<file path="config.mk">
export PLATFORM = sky130hd
export DESIGN_NAME = storeMerge
export DESIGN_NICKNAME = d
export VERILOG_FILES = /design/src/dcachePkg.sv /design/src/storeMerge.sv
export VERILOG_INCLUDE_DIRS = /design/src /design/src/src
export SDC_FILE = /design/constraint.sdc
export NUM_CORES = 1
export LEC_CHECK = 0
export ABC_AREA = 1
export BUFFER_PORTS_ARGS = -buffer_cell sky130_fd_sc_hd__buf_2
export CAP_MARGIN = 20
export CORE_AREA = 2 2 226 228
export DETAILED_ROUTE_END_ITERATION = 8
export DIE_AREA = 0 0 228 230
export GPL_ROUTABILITY_DRIVEN = 0
export PLACE_DENSITY = 0.42
export SETUP_SLACK_MARGIN = 0.5
export SYNTH_ARGS = -nofsm -noshare
export SYNTH_HDL_FRONTEND = slang
export SYNTH_SLANG_ARGS = --single-unit
</file>
<file path="constraint.sdc">
create_clock -name vclk -period 5.35
set_input_delay 0 -clock vclk [all_inputs]
set_output_delay 0 -clock vclk [all_outputs]
set_load 0.005 [all_outputs]
</file>
<file path="src/dcacheDefs.svh">
`ifndef DCACHE_DEFS_SVH
`define DCACHE_DEFS_SVH

// address and pipeline word
`define ADDR_W        32
`define XLEN          64
`define MASK_W        8

// cache geometry
`define LINE_W        256
`define SETS          64
`define INDEX_W       6
`define OFFSET_W      5
`define TAG_W         21

// refill burst length in words
`define BEATS         4

// lowest address bit of the word select field
`define WORD_SEL_LSB  3

`endif

</file>
<file path="src/dcachePkg.sv">
`include "dcacheDefs.svh"

package dcachePkg;

  typedef logic [`ADDR_W-1:0]  addrT;
  typedef logic [`XLEN-1:0]    wordT;
  typedef logic [`MASK_W-1:0]  maskT;
  typedef logic [`LINE_W-1:0]  lineT;
  typedef logic [`TAG_W-1:0]   tagT;
  typedef logic [`INDEX_W-1:0] indexT;

  // one tag array entry per way and set
  typedef struct packed {
    logic valid;
    logic dirty;
    tagT  tag;
  } tagEntryT;

  typedef enum logic [2:0] {
    idle,
    compare,
    writeBack,
    refillReq,
    getData,
    replace
  } cacheStateT;

endpackage

</file>
<file path="src/storeMerge.sv">
`timescale 1ns/1ns
`include "dcacheDefs.svh"

module storeMerge
  import dcachePkg::*;
(
  input  lineT                 baseLine_i,
  input  logic [`OFFSET_W-1:0] byteOffset_i,
  input  wordT                 storeData_i,
  input  maskT                 storeMask_i,
  output lineT                 merged_o
);

  logic [`OFFSET_W-`WORD_SEL_LSB-1:0] wordSel;
  logic [`WORD_SEL_LSB-1:0]           inByte;
  wordT                               shiftedData;
  maskT                               shiftedMask;
  wordT                               bitEn;
  wordT                               baseWord;

  assign wordSel = byteOffset_i[`OFFSET_W-1:`WORD_SEL_LSB];
  assign inByte  = byteOffset_i[`WORD_SEL_LSB-1:0];

  // move right-aligned data up to its byte offset, upper bytes fall off
  assign shiftedData = storeData_i << {inByte, 3'b000};
  assign shiftedMask = storeMask_i << inByte;

  // one enable bit per data bit
  always_comb begin
    for (int b = 0; b < `MASK_W; b++) begin
      bitEn[b*8 +: 8] = {8{shiftedMask[b]}};
    end
  end

  assign baseWord = baseLine_i[wordSel*`XLEN +: `XLEN];

  always_comb begin
    merged_o = baseLine_i;
    merged_o[wordSel*`XLEN +: `XLEN] = (baseWord & ~bitEn) | (shiftedData & bitEn);
  end

endmodule

</file>
* After elaboration in Yosys (flattened, before gate mapping)
Index checks and enable logic that the tools add are counted. Widths: inputs -> output; s select.
Operators by class: eq/ne operators 0, multipliers 0, order comparisons 0, div/mod/pow operators 0, shifts and indexed selects 5, $add $sub $neg 1, bitwise gates (word level) 4, reduce and logical (&&, ||, !) cells 0, mux-type cells 1
Operators with widths (number):
- $bwmux 256 | 1
- $shift 64x34->256 const A | 1
- $shiftx 256x9->64 | 1
- $shiftx 64x34->256 | 1
- $and 64x64->64 | 2
- $not 64->64 | 1
- $or 64x64->64 | 1
- $shl 64x6->64 | 1
- $neg 8->34 | 1
- $shl 8x3->8 | 1
Storage, ports and cells: flip-flop bits (word level) 0, RAM bits 0, output and inout port bits 256, memories kept 0, ROM bits 0, latch bits 0

* Logic depth before layout (Yosys ltp)
word-level depth 6, mapped depth 12

* Worst setup path after synthesis
OpenSTA, ideal clock, no wires.
kind input to output, from input port byteOffset_i[4], to output port merged_o[5], data arrival time 1791 ps, cell stages on the path 9, path slack 3559 ps, required time 5350 ps, path buffers 4, cell sequence buf_2 -> inv_2 -> buf_4 -> buf_2 -> ha_1 -> nor4_4 -> buf_6 -> nand3_1 -> o21ai_0
On the way: longest elaborated chain between the ends 5, elaborated cells on any way between the ends 7, those cells by class add/sub (1); shift (3); mux (1); bitwise (2)
RTL lines:
- from (decl) | line storeMerge.sv:8 | input logic [`OFFSET_W-1:0] byteOffset_i,
- $shiftx 256x9->64 | line storeMerge.sv:35 | assign baseWord = baseLine_i[wordSel*`XLEN +: `XLEN];
- $and 64x64->64 | line storeMerge.sv:39 | merged_o[wordSel*`XLEN +: `XLEN] = (baseWord & ~bitEn) | (shiftedData & bitEn);
- $or 64x64->64 | line storeMerge.sv:39
- $shiftx 64x34->256 | line storeMerge.sv:39
- $bwmux 256 (*) | line storeMerge.sv:39
- to (decl) | line storeMerge.sv:11 | output lineT merged_o
Every way passes the cells marked *; elsewhere a longest branch is shown, timed or not.

* Worst setup path in the final report
from input port byteOffset_i[1], to output port merged_o[151]
On the way: longest elaborated chain between the ends 6, elaborated cells on any way between the ends 8, those cells by class shift (3); mux (1); bitwise (4)
RTL lines (line):
- parallel branches: the longest is 3 deep, another holds $shl 64x6->64
- $or 64x64->64 (*) | storeMerge.sv:39
- $shiftx 64x34->256 (*) | storeMerge.sv:39
- $bwmux 256 (*) | storeMerge.sv:39
Every way passes the cells marked *.

==> impl_metrics.tcl <==
set metrics [dict create \
    status "completed" \
    area_delta_synth_final_pct 36.4 \
    regArea_um2 0 \
    fmax_mhz 332 \
    post-synth-top-count-cell "nand2_1" \
    rsz0062_at_grt "false" \
    antenna_found_initial 8 \
    totalWireLength_um 68600 \
    die_area_um2 52400 \
    yosys.area.top_type_share_pct 39.0 \
    coreArea_um2 49900 \
    grt_pass1_vias 14100 \
    drtPass1Iterations 5 \
    syn_avg_cell_area_um2 4.55 \
    ys.warnings.count 0 \
    place_ws_ps 2310 \
    wl_met3_um 5330 \
    worstSetupPathType "in2out" \
    p_leak_uw 0.00693 \
    rows 82 \
    finalSetupViolations 0 \
    finalHoldViolCount 0 \
    wl_per_cell_um 22.6 \
    worst_pin_slew_ps 998 \
    syn_nets 2250 \
    setup_slack_ps 2340 \
    grt_overflow 0 \
    slew_headroom_pct 33.3 \
    max_stage_delay_ps 530 \
    synth_cells 1912 \
    arrival_ps 3010 \
    n_clock_buffer 0 \
    yosys.area.top_type "nand2_1" \
    cp-start-kind "input port" \
    vias 15300 \
    path_cells "buf_2 -> buf_4 -> inv_2 -> buf_12 -> nand3_1 -> nand3_2 -> inv_2 -> nand3_1 -> nand2_1 -> nand2_1 -> o21ai_1 -> buf_2" \
    worstPathRequired_ps 5350 \
    cts_setup_buffers 0 \
    ctsHoldBuffers 0 \
    ir_drop_uv 33.8 \
    ys_types 28 \
    final_cells 3034 \
    crit_fanout 57 \
    multi_input_area_um2 7520 \
    drive_gt1_share_pct 28.2 \
    timing.final.crit_period_ps 3010 \
    io_buffer_count 589 \
    yosysSeqAreaShare_pct 0 \
    min_path_type "in2out" \
    io_pins 589 \
    slowest_stage "buf_4" \
    dp_hpwl_um 54800 \
    endpoint_kind "output pin" \
    fin_nets 2700 \
    vias_per_cell 5.06 \
    post_cts_resized 0 \
    synth.area.top_cells "nand2_1 (39%), nand3_1 (13%), nand4_1 (8.3%)" \
    drt_iter0_drc 1694 \
    die_w_um 228 \
    final_area_um2 11900 \
    drc 0 \
    route.top_layer_used "met5" \
    fill_cells 6043 \
    power_density_nw_per_um2 104 \
    seq_cells 0 \
    antenna_left 0 \
    wl_met2_um 33800 \
    fin_setup_tns_ps 0 \
    cap_violations 0 \
    placed_cells 3031 \
    grt_pass1_wl_um 97900 \
    track_usage_pct 24.5 \
    placed_area_um2 11800 \
    wirelength_met1_um 26400 \
    fin_util_pct 23.8 \
    fin_crit_sh_pct 56.3 \
    yosys-top-cells-count "nand2_1 (903), nand3_1 (227), o21ai_0 (141), nand4_1 (116), inv_1 (79)" \
    fp.dieH_um 230 \
    syn_area_um2 8690 \
    grt_max_degree 93 \
    slew_violations 0 \
    start_util_pct 17.4 \
]
metrics by stage:
stage	hold slack, ps	power [uW]
floorplan	96.7	638
global placement	286	1230
detailed placement	285	1230
CTS	287	1230
global route	300	1350
finish	288	1240
cells in the final DEF (no fill, tap or decap), types with 4 or more instances in the layout:
| cell | instances |
|---|---|
| nand4_1 | 116 |
| inv_2 | 10 |
| nand3_1 | 226 |
| nand2_2 | 24 |
| buf_2 | 588 |
| buf_4 | 19 |
| o21ai_0 | 141 |
| o211ai_1 | 32 |
| nand2_1 | 903 |
| a21oi_1 | 64 |
| inv_1 | 77 |
| ha_1 | 4 |
| nand3b_1 | 8 |
| nor2_1 | 76 |
| o22ai_1 | 8 |
| nand3_2 | 9 |
| o21ai_1 | 39 |
cell families (layout without fill, tap and decap cells):
group	Yosys count	after routing	share of synthesized area, %
fa+ha+maj	5	5	0.720
simple gates	1370	1370	68.1
compound gates	284	284	17.4
buf+inv	253	701	13.8
other cells	0	2	0
power breakdown:
group / switching (uW) / internal (uW) / total [uW]
clock: 0 / 0.0000500 / 0.0000500
combinational: 839 / 399 / 1240
sequential: 0 / 0 / 0
total: 839 / 399 / 1240
area by class of cell:
class | count | area share [%]
well taps | 672 | 7.09
repair buffers | 610 | 26.5
inverters | 91 | 3.00
diodes | 2 | 0.0422
multi-input cells | 1659 | 63.4
worst paths after layout:
kind,startpoint,endpoint,slack (ps),cells past startpoint
hold / removal,baseLine_i[206],merged_o[206],290,4
setup / recovery,byteOffset_i[1],merged_o[151],2340,12
metal layers:
metal / track usage (%) / vias to the layer above
met5: 0 / -
met2: 44.7 / 1039
met4: 8.60 / 10
li1: - / 7215
met3: 2.75 / 116
met1: 29.6 / 6966
critical path, delay by kind of cell:
kind                   cells  cell delay [ps]
and+or+nand+nor            5             1000
AOI/OAI and AO/OA          1              190
buffers and inverters      6             1790
Power figures use the tool's default switching activity.
