[src/dcacheDefs.svh]
`ifndef DCACHE_DEFS_SVH
`define DCACHE_DEFS_SVH

// address and pipeline word
`define ADDR_W        32
`define XLEN          64
`define MASK_W        8

// cache geometry
`define LINE_W        256
`define SETS          64
`define INDEX_W       6
`define OFFSET_W      5
`define TAG_W         21

// refill burst length in words
`define BEATS         4

// lowest address bit of the word select field
`define WORD_SEL_LSB  3

`endif

[src/dcachePkg.sv]
`include "dcacheDefs.svh"

package dcachePkg;

  typedef logic [`ADDR_W-1:0]  addrT;
  typedef logic [`XLEN-1:0]    wordT;
  typedef logic [`MASK_W-1:0]  maskT;
  typedef logic [`LINE_W-1:0]  lineT;
  typedef logic [`TAG_W-1:0]   tagT;
  typedef logic [`INDEX_W-1:0] indexT;

  // one tag array entry per way and set
  typedef struct packed {
    logic valid;
    logic dirty;
    tagT  tag;
  } tagEntryT;

  typedef enum logic [2:0] {
    idle,
    compare,
    writeBack,
    refillReq,
    getData,
    replace
  } cacheStateT;

endpackage

[src/cacheArray.sv]
`timescale 1ns/1ns
`include "dcacheDefs.svh"

module cacheArray
  import dcachePkg::*;
#(
  parameter type entryT = logic [7:0]
) (
  input  logic  clk,
  input  logic  rst_n,
  input  logic  wrEn_i,
  input  indexT wrIndex_i,
  input  entryT wrEntry_i,
  input  indexT rdIndex_i,
  output entryT rdEntry_o
);

  entryT mem [`SETS];

  // cleared on reset so valid and dirty bits start at zero
  always_ff @(posedge clk or negedge rst_n) begin
    if (!rst_n) begin
      for (int i = 0; i < `SETS; i++) begin
        mem[i] <= '0;
      end
    end else if (wrEn_i) begin
      mem[wrIndex_i] <= wrEntry_i;
    end
  end

  // register file style read, no latency
  assign rdEntry_o = mem[rdIndex_i];

  // write index comes from the controller's request latch
  assert property (@(posedge clk) disable iff (!rst_n) wrEn_i |-> !$isunknown(wrIndex_i));

endmodule

[config.mk]
export PLATFORM = sky130hd
export DESIGN_NAME = cacheArray
export DESIGN_NICKNAME = d
export VERILOG_FILES = /design/src/dcachePkg.sv /design/src/cacheArray.sv
export VERILOG_INCLUDE_DIRS = /design/src /design/src/src
export SDC_FILE = /design/constraint.sdc
export NUM_CORES = 1
export LEC_CHECK = 0
export ABC_CLOCK_PERIOD_IN_PS = 5000
export BUFFER_PORTS_ARGS = -buffer_cell sky130_fd_sc_hd__buf_4
export CAP_MARGIN = 20
export CORE_ASPECT_RATIO = 1.75
export CORE_UTILIZATION = 30
export DETAILED_ROUTE_END_ITERATION = 16
export PLACE_DENSITY = 0.56
export REMOVE_ABC_BUFFERS = 1
export SLEW_MARGIN = 20
export SYNTH_ARGS = -nofsm -noshare
export SYNTH_HDL_FRONTEND = slang
export SYNTH_SLANG_ARGS = --single-unit
[constraint.sdc]
create_clock -name clk -period 5 [get_ports clk]
set_input_delay 0.5 -clock clk [delete_from_list [all_inputs] [get_ports clk]]
set_output_delay 0.5 -clock clk [all_outputs]
set_load 0.05 [all_outputs]
**After elaboration in Yosys (flattened, before gate mapping)**

Cells that the tools add are included.

- Bits of input ports: 23
- Bits in registers: 512
- Output and inout port bits: 8

- Multiplexer cells: 6
- Reductions and logical operators: 1
- $lt $le $gt $ge: 3
- Bitwise operators: 2

Operator list:

| cell | count |
|---|---|
| 512-bit bitwise mux | 1 |
| 8-bit binary-select mux with 6-bit select | 1 |
| 8-bit demux with 6-bit select | 1 |
| 8-bit 2-to-1 mux | 3 |
| 7-bit >= comparator (second input constant) | 2 |
| 6-bit inverter with 7-bit output | 2 |
| 7-bit by 1-bit less-than comparator with 1-bit output (second input constant) | 1 |
| 1-bit logical AND | 1 |

**Longest topological paths before layout**

- Depth after elaboration: 6
- Mapped depth: 9
- Gate-level depth less buffers: 5

**Worst setup path after synthesis**

OpenSTA, ideal clock, no wires.

- Kind: in2out
- Start point: input port rdIndex_i[1]
- End point: output port rdEntry_o[0] (netlist name)
- Arrival time: 2694 ps
- Stages: 7
- Setup slack: 1806 ps
- Path buffers: 4
- Cells stage by stage: buf_2 -> buf_6 -> buf_4 -> buf_2 -> mux4_2 -> o22ai_1 -> o31ai_1

RTL lines:

| element | RTL line | source |
|---|---|---|
| start, declared | cacheArray.sv:14 | `input indexT rdIndex_i,` |
| end, declared | cacheArray.sv:15 | `output entryT rdEntry_o` |

==> summary.md <==
| Metric | Value |
|---|---|
| Synth Register Bits | `512` |
| Top-count cell post-synth | `dfrtp_1` |
| Post-CTS sizing | `0` |
| Largest reg by FF count | `mem` |
| Antenna Cells | `0` |
| Final RePlAce weighted congestion | `0.806` |
| Critical path's largest stage delay | `about 0.5 ns` |
| Total track usage | `between 10% and 20%` |
| Critical Path, Cell by Cell | `buf_6, buf_4, mux4_2, mux2i_1, a211o_1, a221o_1, o21ai_1, buf_4` |
| Worst Max-Slew Pin Slew | `1.04 ns` |
| Avg WL per Cell | `24.9 µm` |
| Total core area | `77700 µm²` |
| Width of the die | `approximately 210 µm` |
| Post-Route Utilization | `33.8%` |
| Slew Viols, Final | `0` |
| Top delay family on crit path | `buffers and inverters` |
| Top cell by count, worst path | `buf_4` |
| Main combinational cell family by area after synthesis | `multiplexers` |
| CTS Buf Count | `45` |
| Synth top area share | `54.3%` |
| Clk pin slew, worst setup/hold paths | `around 0.070 ns` |
| DIE AREA | `79800 µm²` |
| ANT nets after route | `0` |
| Row Count | `135` |
| Area after DPL | `24800 µm²` |
| Worst-Skew Late Latency | `between 0.5 and 0.6 ns` |
| Post-Synth Simple-Gate Area | `2.99%` |
| Slowest CP cell | `buf_4` |
| Path type of the worst min-delay path | `reg -> reg` |
| First-pass GRT wire length | `97000 µm` |
| Mux share of post-synthesis cell area | `38.6%` |
| Post-synthesis cell area | `between 20000 and 25000 µm²` |
| Mapped Cells | `between 1000 and 1500` |
| Fraction of the mapped netlist area in compound gates | `1.70%` |
| Leak Pwr | `11.9 nW` |
| DRT Pass-1 Iters | `6` |
| Synth Flop Type | `dfrtp_1` |
| CP required | `between 4 and 5 ns` |
| Syn-to-layout area delta | `11.4%` |
| Routed vias/inst | `5.15` |
| Design area | `26300 µm²` |
| # fillers | `7578` |
| Longest Clk Path Bufs | `3` |
| P per Cell Area | `376 nW/µm²` |
| Rel. slew slack | `just over 30%` |
| Leading area contributor after synthesis | `dfrtp_1` |
| CTS Root Buffer Type | `clkbuf_16` |
| Share of flip-flops with an asynchronous set or reset | `100%` |
| Htree depth | `2` |
| Max-Cap Viols | `0` |
| Initial Util | `30.4%` |
| Final min period | `3.57 ns` |
| Port bufs | `30` |
| Detailed Route WL | `63400 µm` |
| Seq/Total Area, Yosys | `54.3%` |
| Synth Area per Inst | `about 16 µm²` |
| CP bufs+invs | `3` |
| Unique masters post-synth | `between 40 and 50` |
| Synthesis Warnings | `0` |
| Status | `complete, no violations` |
| TNS Setup | `0 ns` |
| Commonest cells post-synth | `512 x dfrtp_1, 460 x mux2_2, 123 x mux4_2` |
| Critical Path Fanout Max | `40` |
| CP Class | `in -> out` |
| Proportion of layout cells with a drive suffix above 1 | `approximately half` |
| Post-synthesis xor/xnor area fraction | `0%` |
| CP Capture Type | `output port` |
| Initial antenna violation count | `4` |
| Setup Skew | `0 ns` |
| # DRC | `0` |
| Setup crit start kind | `primary input` |
| CTS tree | `yes` |
| Final nets | `1514` |
| # clock sinks | `512` |
| Via count | `13129` |
| Largest register FFs | `512` |
| Number of synthesized flops with an enable pin | `0` |
| Hold Violations, Final | `0` |
| Largest regs | `mem: 512 flops` |
| Die Span Y | `373 µm` |
| Fmax | `0.280 GHz` |
| Starting DRT DRC Count | `between 600 and 700` |
| Arr. time, crit path | `around 3 ns` |
| Adder-Cell Fraction of Synth Area | `0%` |
| IO Pins | `31` |
| HPWL Detailed | `42300 µm` |
| Final worst-path cycle share | `71.4%` |
| Maximum vdd drop | `0.000235 V` |
| Global route overflow | `0` |
| Unrepaired setup endpoints after global routing | `no` |
| Area contributors post-synth | `dfrtp_1 54%, mux2_2 22%, mux4_2 12%` |
| Setup violations, final | `0` |
| Largest net degree at the start of global routing | `107` |
| Vias in the first global route | `14749` |
## cell usage in the layout, fill, tap and decap left out, types with 7 or more instances in the layout
cell type / netlist / final
mux4_2: 123 / 123
mux4_1: 9 / 9
mux2i_1: 28 / 28
nor2_2: 18 / 18
mux2_2: 460 / 460
clkbuf_1: 63 / 10
clkinv_2: 0 / 9
a21oi_1: 15 / 15
a211oi_1: 7 / 7
buf_4: 10 / 55
dfrtp_1: 512 / 512
nor2b_1: 7 / 7
o21ai_1: 9 / 9
o31ai_1: 7 / 7
o22ai_1: 8 / 8
nand2_1: 45 / 45
nor2_1: 24 / 24
clkbuf_16: 0 / 45
mux2_1: 57 / 57
## through the flow
stage	setup slack, ns	std cells	total power (W)	hold slack, ns
global route	1.23	2548	0.0103	0.496
floorplan	2.23	1382	0.00582	0.204
global placement	1.28	2470	0.00636	0.462
finish	1.43	2548	0.00988	0.483
CTS	1.28	2548	0.0100	0.485
detailed placement	1.29	2470	0.00643	0.469
## logic make-up (layout without fill, tap and decap cells)
family,Yosys count,count (layout)
simple gates,131,131
mux,677,677
flops,512,512
buf+inv,117,139
compound gates,62,62
## cell type report
cell class	instances	area (µm²)	area share, %
clock buffer	60	1230	4.69
tap	1027	1280	4.89
sequential	512	12800	48.8
clock inverter	17	215	0.819
multi-input combinational	870	10200	38.9
timing repair buffer	62	520	1.98
## worst paths after layout
path                               from      endpoint  slack, ns  cells past startpoint
min in group asynchronous         rst_n      mem[503]       0.56                      2
setup / recovery           rdIndex_i[0]  rdEntry_o[5]       1.43                      8
setup reg to reg                mem[56]       mem[56]       4.20                      1
hold / removal                 mem[352]      mem[352]       0.48                      1
hold reg to reg                mem[352]      mem[352]       0.48                      1
max in group asynchronous         rst_n      mem[414]       3.01                      3
## per-layer routing
metal / global-route usage, % / wire [µm] / vias to the layer above
met5: 0 / 35 / -
met3: 2.17 / 2260 / 144
met2: 30.0 / 34700 / 277
met4: 8.52 / 3330 / 8
li1: - / - / 5575
met1: 17.6 / 23100 / 7125
## timing repair
item / 4_1_cts / 5_1_grt
hold endpoints to repair: 76 / 0
hold buffers: 1 / 0
buffers inserted: 0 / 0
## report_power, final
part | total (W) | switching, W | leakage (nW) | internal (W)
Combinational | 0.00137 | 0.000628 | 4.42 | 0.000746
Clock | 0.00355 | 0.00161 | 0.716 | 0.00194
Sequential | 0.00495 | 0.000266 | 6.80 | 0.00469
Total | 0.00988 | 0.00250 | 11.9 | 0.00738
Power figures use the tool's default switching activity.
