File: config.mk
export PLATFORM = sky130hd
export DESIGN_NAME = refillBuffer
export DESIGN_NICKNAME = d
export VERILOG_FILES = /design/src/dcachePkg.sv /design/src/refillBuffer.sv
export VERILOG_INCLUDE_DIRS = /design/src /design/src/src
export SDC_FILE = /design/constraint.sdc
export NUM_CORES = 1
export LEC_CHECK = 0
export BUFFER_PORTS_ARGS = -buffer_cell sky130_fd_sc_hd__buf_2
export CELL_PAD_IN_SITES_DETAIL_PLACEMENT = 0
export CELL_PAD_IN_SITES_GLOBAL_PLACEMENT = 2
export CORE_MARGIN = 10
export CORE_UTILIZATION = 26
export DETAILED_ROUTE_END_ITERATION = 10
export GPL_TIMING_DRIVEN = 0
export MAX_ROUTING_LAYER = met4
export PLACE_DENSITY = 0.72
export SLEW_MARGIN = 20
export SYNTH_ARGS = -nofsm -noshare
export SYNTH_HDL_FRONTEND = slang
export SYNTH_SLANG_ARGS = --single-unit
File: constraint.sdc
create_clock -name clk -period 2.85 [get_ports clk]
set_input_delay 0.4275 -clock clk [delete_from_list [all_inputs] [get_ports clk]]
set_output_delay 0.4275 -clock clk [all_outputs]
set_load 0.01 [all_outputs]
File: src/dcacheDefs.svh
`ifndef DCACHE_DEFS_SVH
`define DCACHE_DEFS_SVH

// address and pipeline word
`define ADDR_W        32
`define XLEN          64
`define MASK_W        8

// cache geometry
`define LINE_W        256
`define SETS          64
`define INDEX_W       6
`define OFFSET_W      5
`define TAG_W         21

// refill burst length in words
`define BEATS         4

// lowest address bit of the word select field
`define WORD_SEL_LSB  3

`endif

File: src/dcachePkg.sv
`include "dcacheDefs.svh"

package dcachePkg;

  typedef logic [`ADDR_W-1:0]  addrT;
  typedef logic [`XLEN-1:0]    wordT;
  typedef logic [`MASK_W-1:0]  maskT;
  typedef logic [`LINE_W-1:0]  lineT;
  typedef logic [`TAG_W-1:0]   tagT;
  typedef logic [`INDEX_W-1:0] indexT;

  // one tag array entry per way and set
  typedef struct packed {
    logic valid;
    logic dirty;
    tagT  tag;
  } tagEntryT;

  typedef enum logic [2:0] {
    idle,
    compare,
    writeBack,
    refillReq,
    getData,
    replace
  } cacheStateT;

endpackage

File: src/refillBuffer.sv
`timescale 1ns/1ns
`include "dcacheDefs.svh"

module refillBuffer
  import dcachePkg::*;
(
  input  logic clk,
  input  logic rst_n,
  input  logic collect_i,
  input  logic beatValid_i,
  input  logic beatLast_i,
  input  wordT beatData_i,
  output lineT line_o
);

  logic [$clog2(`BEATS)-1:0] beatCnt;
  lineT                      lineQ;

  // beat counter, restarts for every burst
  always_ff @(posedge clk or negedge rst_n) begin
    if (!rst_n) begin
      beatCnt <= '0;
    end else if (!collect_i) begin
      beatCnt <= '0;
    end else if (beatValid_i) begin
      beatCnt <= beatCnt + 1'b1;
    end
  end

  // beat i lands in word i of the line
  always_ff @(posedge clk) begin
    if (collect_i && beatValid_i) begin
      lineQ[beatCnt*`XLEN +: `XLEN] <= beatData_i;
    end
  end

  assign line_o = lineQ;

  // bus must only send beats while the controller waits for data
  assert property (@(posedge clk) disable iff (!rst_n) beatValid_i |-> collect_i);

  // last flag marks exactly the fourth beat of the burst
  assert property (@(posedge clk) disable iff (!rst_n)
    beatLast_i == (beatValid_i && beatCnt == 2'd3));

endmodule

After elaboration in Yosys (flattened, before gate mapping)
Cells that the tools add are included.
{"block": "totals", "ff_bits": 258, "latch_bits": 0, "mem_bits_rw": 0, "mem_bits_ro": 0, "inputBits": 69, "out_inout_bits": 256, "elab_cells": 11, "n_memories": 0}
{"block": "classes", "add_sub_neg": 2, "multipliers": 0, "div": 0, "magnitude_cmp": 0, "n_eq_ne": 1, "shift": 2, "n_mux": 3, "n_bitwise": 0, "reduce_logical": 1}
{"operator": "$bwmux W256", "count": 1}
{"operator": "$shift A64 B34 Y256 const A", "count": 1}
{"operator": "$shiftx A64 B34 Y256", "count": 1}
{"operator": "$neg A8 Y34", "count": 1}
{"operator": "$mux W2", "count": 2}
{"operator": "$add A2 B1 Y2 const B", "count": 1}
{"operator": "$ne A2 B1 Y1 const B", "count": 1}
{"operator": "$logic_and A1 B1 Y1", "count": 1}

Logic depth before layout (Yosys ltp)
{"block": "logic_depth", "ltp_word": 3, "mapped_depth": 9, "ltp_nobuf": 4}

Worst setup path after synthesis
Ideal clock, no wire load.
{"block": "synth_path", "path_kind": "register to register", "start": "register, netlist name beatCnt[0]", "end": "register lineQ[0] (netlist: line_o[0]), enable pin", "setup_time_ns": 0.429, "arrival_ns": 2.714, "t_required_ns": 2.421, "slack_ns": -0.293, "path_stages_with_launch": 6, "n_path_buf": 2, "period_less_slack_ns": 3.143, "cell_sequence": "dfrtp_1 -> buf_4 -> clkbuf_1 -> inv_1 -> ha_1 -> and3_1"}
{"element": "end signal: indexed assignment", "line_no": "refillBuffer.sv:33", "rtl": "lineQ[beatCnt*`XLEN +: `XLEN] <= beatData_i;"}
{"element": "end: declaration", "line_no": "refillBuffer.sv:17", "rtl": "lineT lineQ;"}

==> out/metrics.cfg <==
[worst_setup_path]
slowest_stage=and3_4
path_max_fanout=38
cp-start-kind=flip-flop
cp.required_ns=3.07
endpoint_kind=flip-flop
worstRegToRegCells=6
worstSetupPathType=reg -> reg
worst_ep_arrival_time_ns=2.83
rr_endpoint=line_o[19]
slowest_delay_ns=0.58
reg2reg_setup_slack_ns=0.24
startpoint=beatCnt[0]
path_cells=buf_4, clkbuf_2, inv_1, ha_1, and3_4, buf_16
reg2reg_from=beatCnt[0]

[floorplan]
pin_count=325
chipWidth_um=214.7
fp.dieArea_um2=46080
rows=71
fp.dieH_um=214.7
core_area_um2=37490
initial_core_util_pct=26.28

[cells_and_area]
post-route-util_pct=35.44
drive_above_1_share_pct=43.96
syn2layout_area_growth_pct=34.83
nets=1014
nFillCells=3707
instances_no_fill=1474

[cts]
cts_buffers=29
clk_pin_slew_ns=0.06
root_buffer=clkbuf_16
clockBufferDepth=3
cts_htree_levels=1
post_cts_buffers=0
clock-sinks=258
cts_tree=built
clk_latency_ns=0.56

[grt]
grt_pass1_vias=6711
grt.total_usage_pct=16.42
overflow=0
grt_max_degree=40
grt_first_pass_wirelength_mm=52.95
antenna_found_initial=5

[logic_synthesis]
yosys_most_used_dff=edfxtp_1
synth_area_leader_cell=edfxtp_1
syn_area_um2=9853
yosys.area_share.simple_pct=17.64
ys_warn_count=0
ys_top_cells_by_count=edfxtp_1 (256), and3_1 (129), and2_1 (121)
synth_fa_ha_area_share_pct=0.6349
synthArstFlopShare_pct=0.7752
synth_nets=655
synth_top_area_share_pct=78.02
yosys.cell_count.top_type=edfxtp_1
synth.area.top_cells=edfxtp_1 (78%), and3_1 (8.2%), and2_1 (7.7%)
synth_top_family_by_area=simple AND/OR/NAND/NOR gates
synth_mux_area_share_pct=0.1016
syn_inst=581
synth_edf_count=256
synthXorXnorAreaFrac_pct=0.08889
synth_compound_area_share_pct=0
netlist-cell-type-count=28
synth-seq-cells=258
seq_area_frac_synth_pct=78.53
syn_area_per_cell_um2=16.96

[power]
p_clk_share_pct=43.8
cellPowerDensity_nw_per_um2=694.3
leakagePower_uw=0.005468
power.switching_uw=2187
vdd_drop_max_mv=0.3946
pwr-share-comb_pct=9.5
power_switching_share_pct=23.71
p_int_uw=7037
seqPwrFrac_pct=46.7

[hold_path]
worstHoldStart=beatData_i[8]
holdPathStages=2
hold_class=in -> reg
whs_endpoint=line_o[200]

[detailed_routing]
wl_met2_mm=18.28
drt_iter0_drc=366
vias=6379
drc=0
routed_wl_mm=38.01
postRouteAntennaNets=0
first_pass_iters=5
wl_met3_mm=2.906
wl_met1_mm=16.08
via_per_inst=4.328
wire_per_inst_um=25.79
top_layer_used=met4

[place]
hpwl_mm=26.84
port_buffers=323
dp.cells=1419
routabilityCongestion=0.7666

[timing]
timing.slew.headroom_pct=53.20
min_period_over_period_pct=91.61
final_hold_viol_count=0
drv_slew=0
rsz0062_at_grt=false
fin_crit_ns=2.611
setup_viol=0
holdWs_ns=0.1684
fmax_ghz=0.3830
worst_slew_pin_slew_ns=0.7020
finalClockSkew_ns=0.02082

[status]
outcome=finished, final reports clean

[job]
cap_violations=0

==> sequential cells by signal, summed over array words and instances (netlist names) <==
signal   flops
line_o     256
beatCnt      2
==> cell type report <==
| type | instances | area [um2] | area share, % |
|---|---|---|---|
| flip-flops and latches | 258 | 7737 | 58.24 |
| multi-input cells | 280 | 1842 | 13.86 |
| repair buffers | 328 | 1737 | 13.07 |
| clock buffers | 32 | 737.0 | 5.547 |
| well taps | 511 | 639.4 | 4.813 |
| plain buffers | 41 | 301.5 | 2.270 |
| clock inverters | 19 | 276.5 | 2.081 |
| inverters | 2 | 7.507 | 0.05651 |
| diodes | 3 | 7.507 | 0.05651 |
==> worst max-delay path by stage <==
stage                             end  slack, ns  cells past startpoint
after floorplan           line_o[100]       0.26                      3
after global placement    line_o[238]      -1.10                      2
after detailed placement  line_o[147]      -0.50                      8
after CTS                   line_o[0]      0.006                      7
after global routing       line_o[19]       0.06                      6
final                      line_o[19]       0.24                      6
==> worst max-delay path, delay by kind of cell, from the launching register on <==
family | cells | cell delay (ns)
adders and majority gates | 1 | 0.42
and+or+nand+nor | 1 | 0.58
DFF | 1 | 0.40
buffers and inverters | 4 | 0.84
==> per-layer routing <==
metal	track usage, %	vias to the layer above
li1	-	2878
met1	20.08	3167
met2	26.44	287
met3	4.654	47
met4	3.829	0
met5	-	-
==> repair_timing <==
item | CTS | global route
hold buffers | 1 | 0
hold endpoints to repair | 2 | 0
resized for setup | 8 | 6
gates cloned | 0 | 0
endpoints found under the setup margin | 71 | 137
==> cells by family after synthesis <==
| logic type | count (synthesis) |
|---|---|
| buffers and inverters | 43 |
| adders and majority gates | 5 |
| xor gates and xnor gates | 1 |
| DFF | 258 |
| muxes | 1 |
| and+or+nand+nor | 273 |
==> layout by cell type (no fill, tap or decap), drive strengths merged <==
master,instances
or2b,1
diode,3
clkinv,10
nand3b,1
nor2b,3
bufinv,7
buf,342
nor2,4
and3,134
mux2i,1
ha,5
nand2,1
and4bb,1
inv,4
dlygate4sd3,1
xor2,1
nor4,1
edfxtp,256
clkbuf,58
nor3,3
nand2b,2
dfrtp,2
nor4b,1
and2,121
==> per-stage QoR <==
step	total power (uW)	cell area (um2)	setup slack, ns	setup TNS, ns
5_1_grt	9555	13280	0.06288	0
4_1_cts	9351	13280	0.006086	0
3_5_place_dp	5298	12240	-0.4996	-20.70
6_report	9223	13290	0.2392	0
3_3_place_gp	5273	12110	-1.103	-196.19
2_1_floorplan	4772	9856	0.2629	0
==> power groups by stage <==
stage          Combinational [uW]  Clock, uW  Sequential, uW
2_1_floorplan                 335          0            4440
3_3_place_gp                  884          0            4390
3_5_place_dp                  915          0            4380
4_1_cts                       923       4120            4300
5_1_grt                       962       4280            4310
6_report                      880       4040            4300
(Power assumes the default switching activity.)
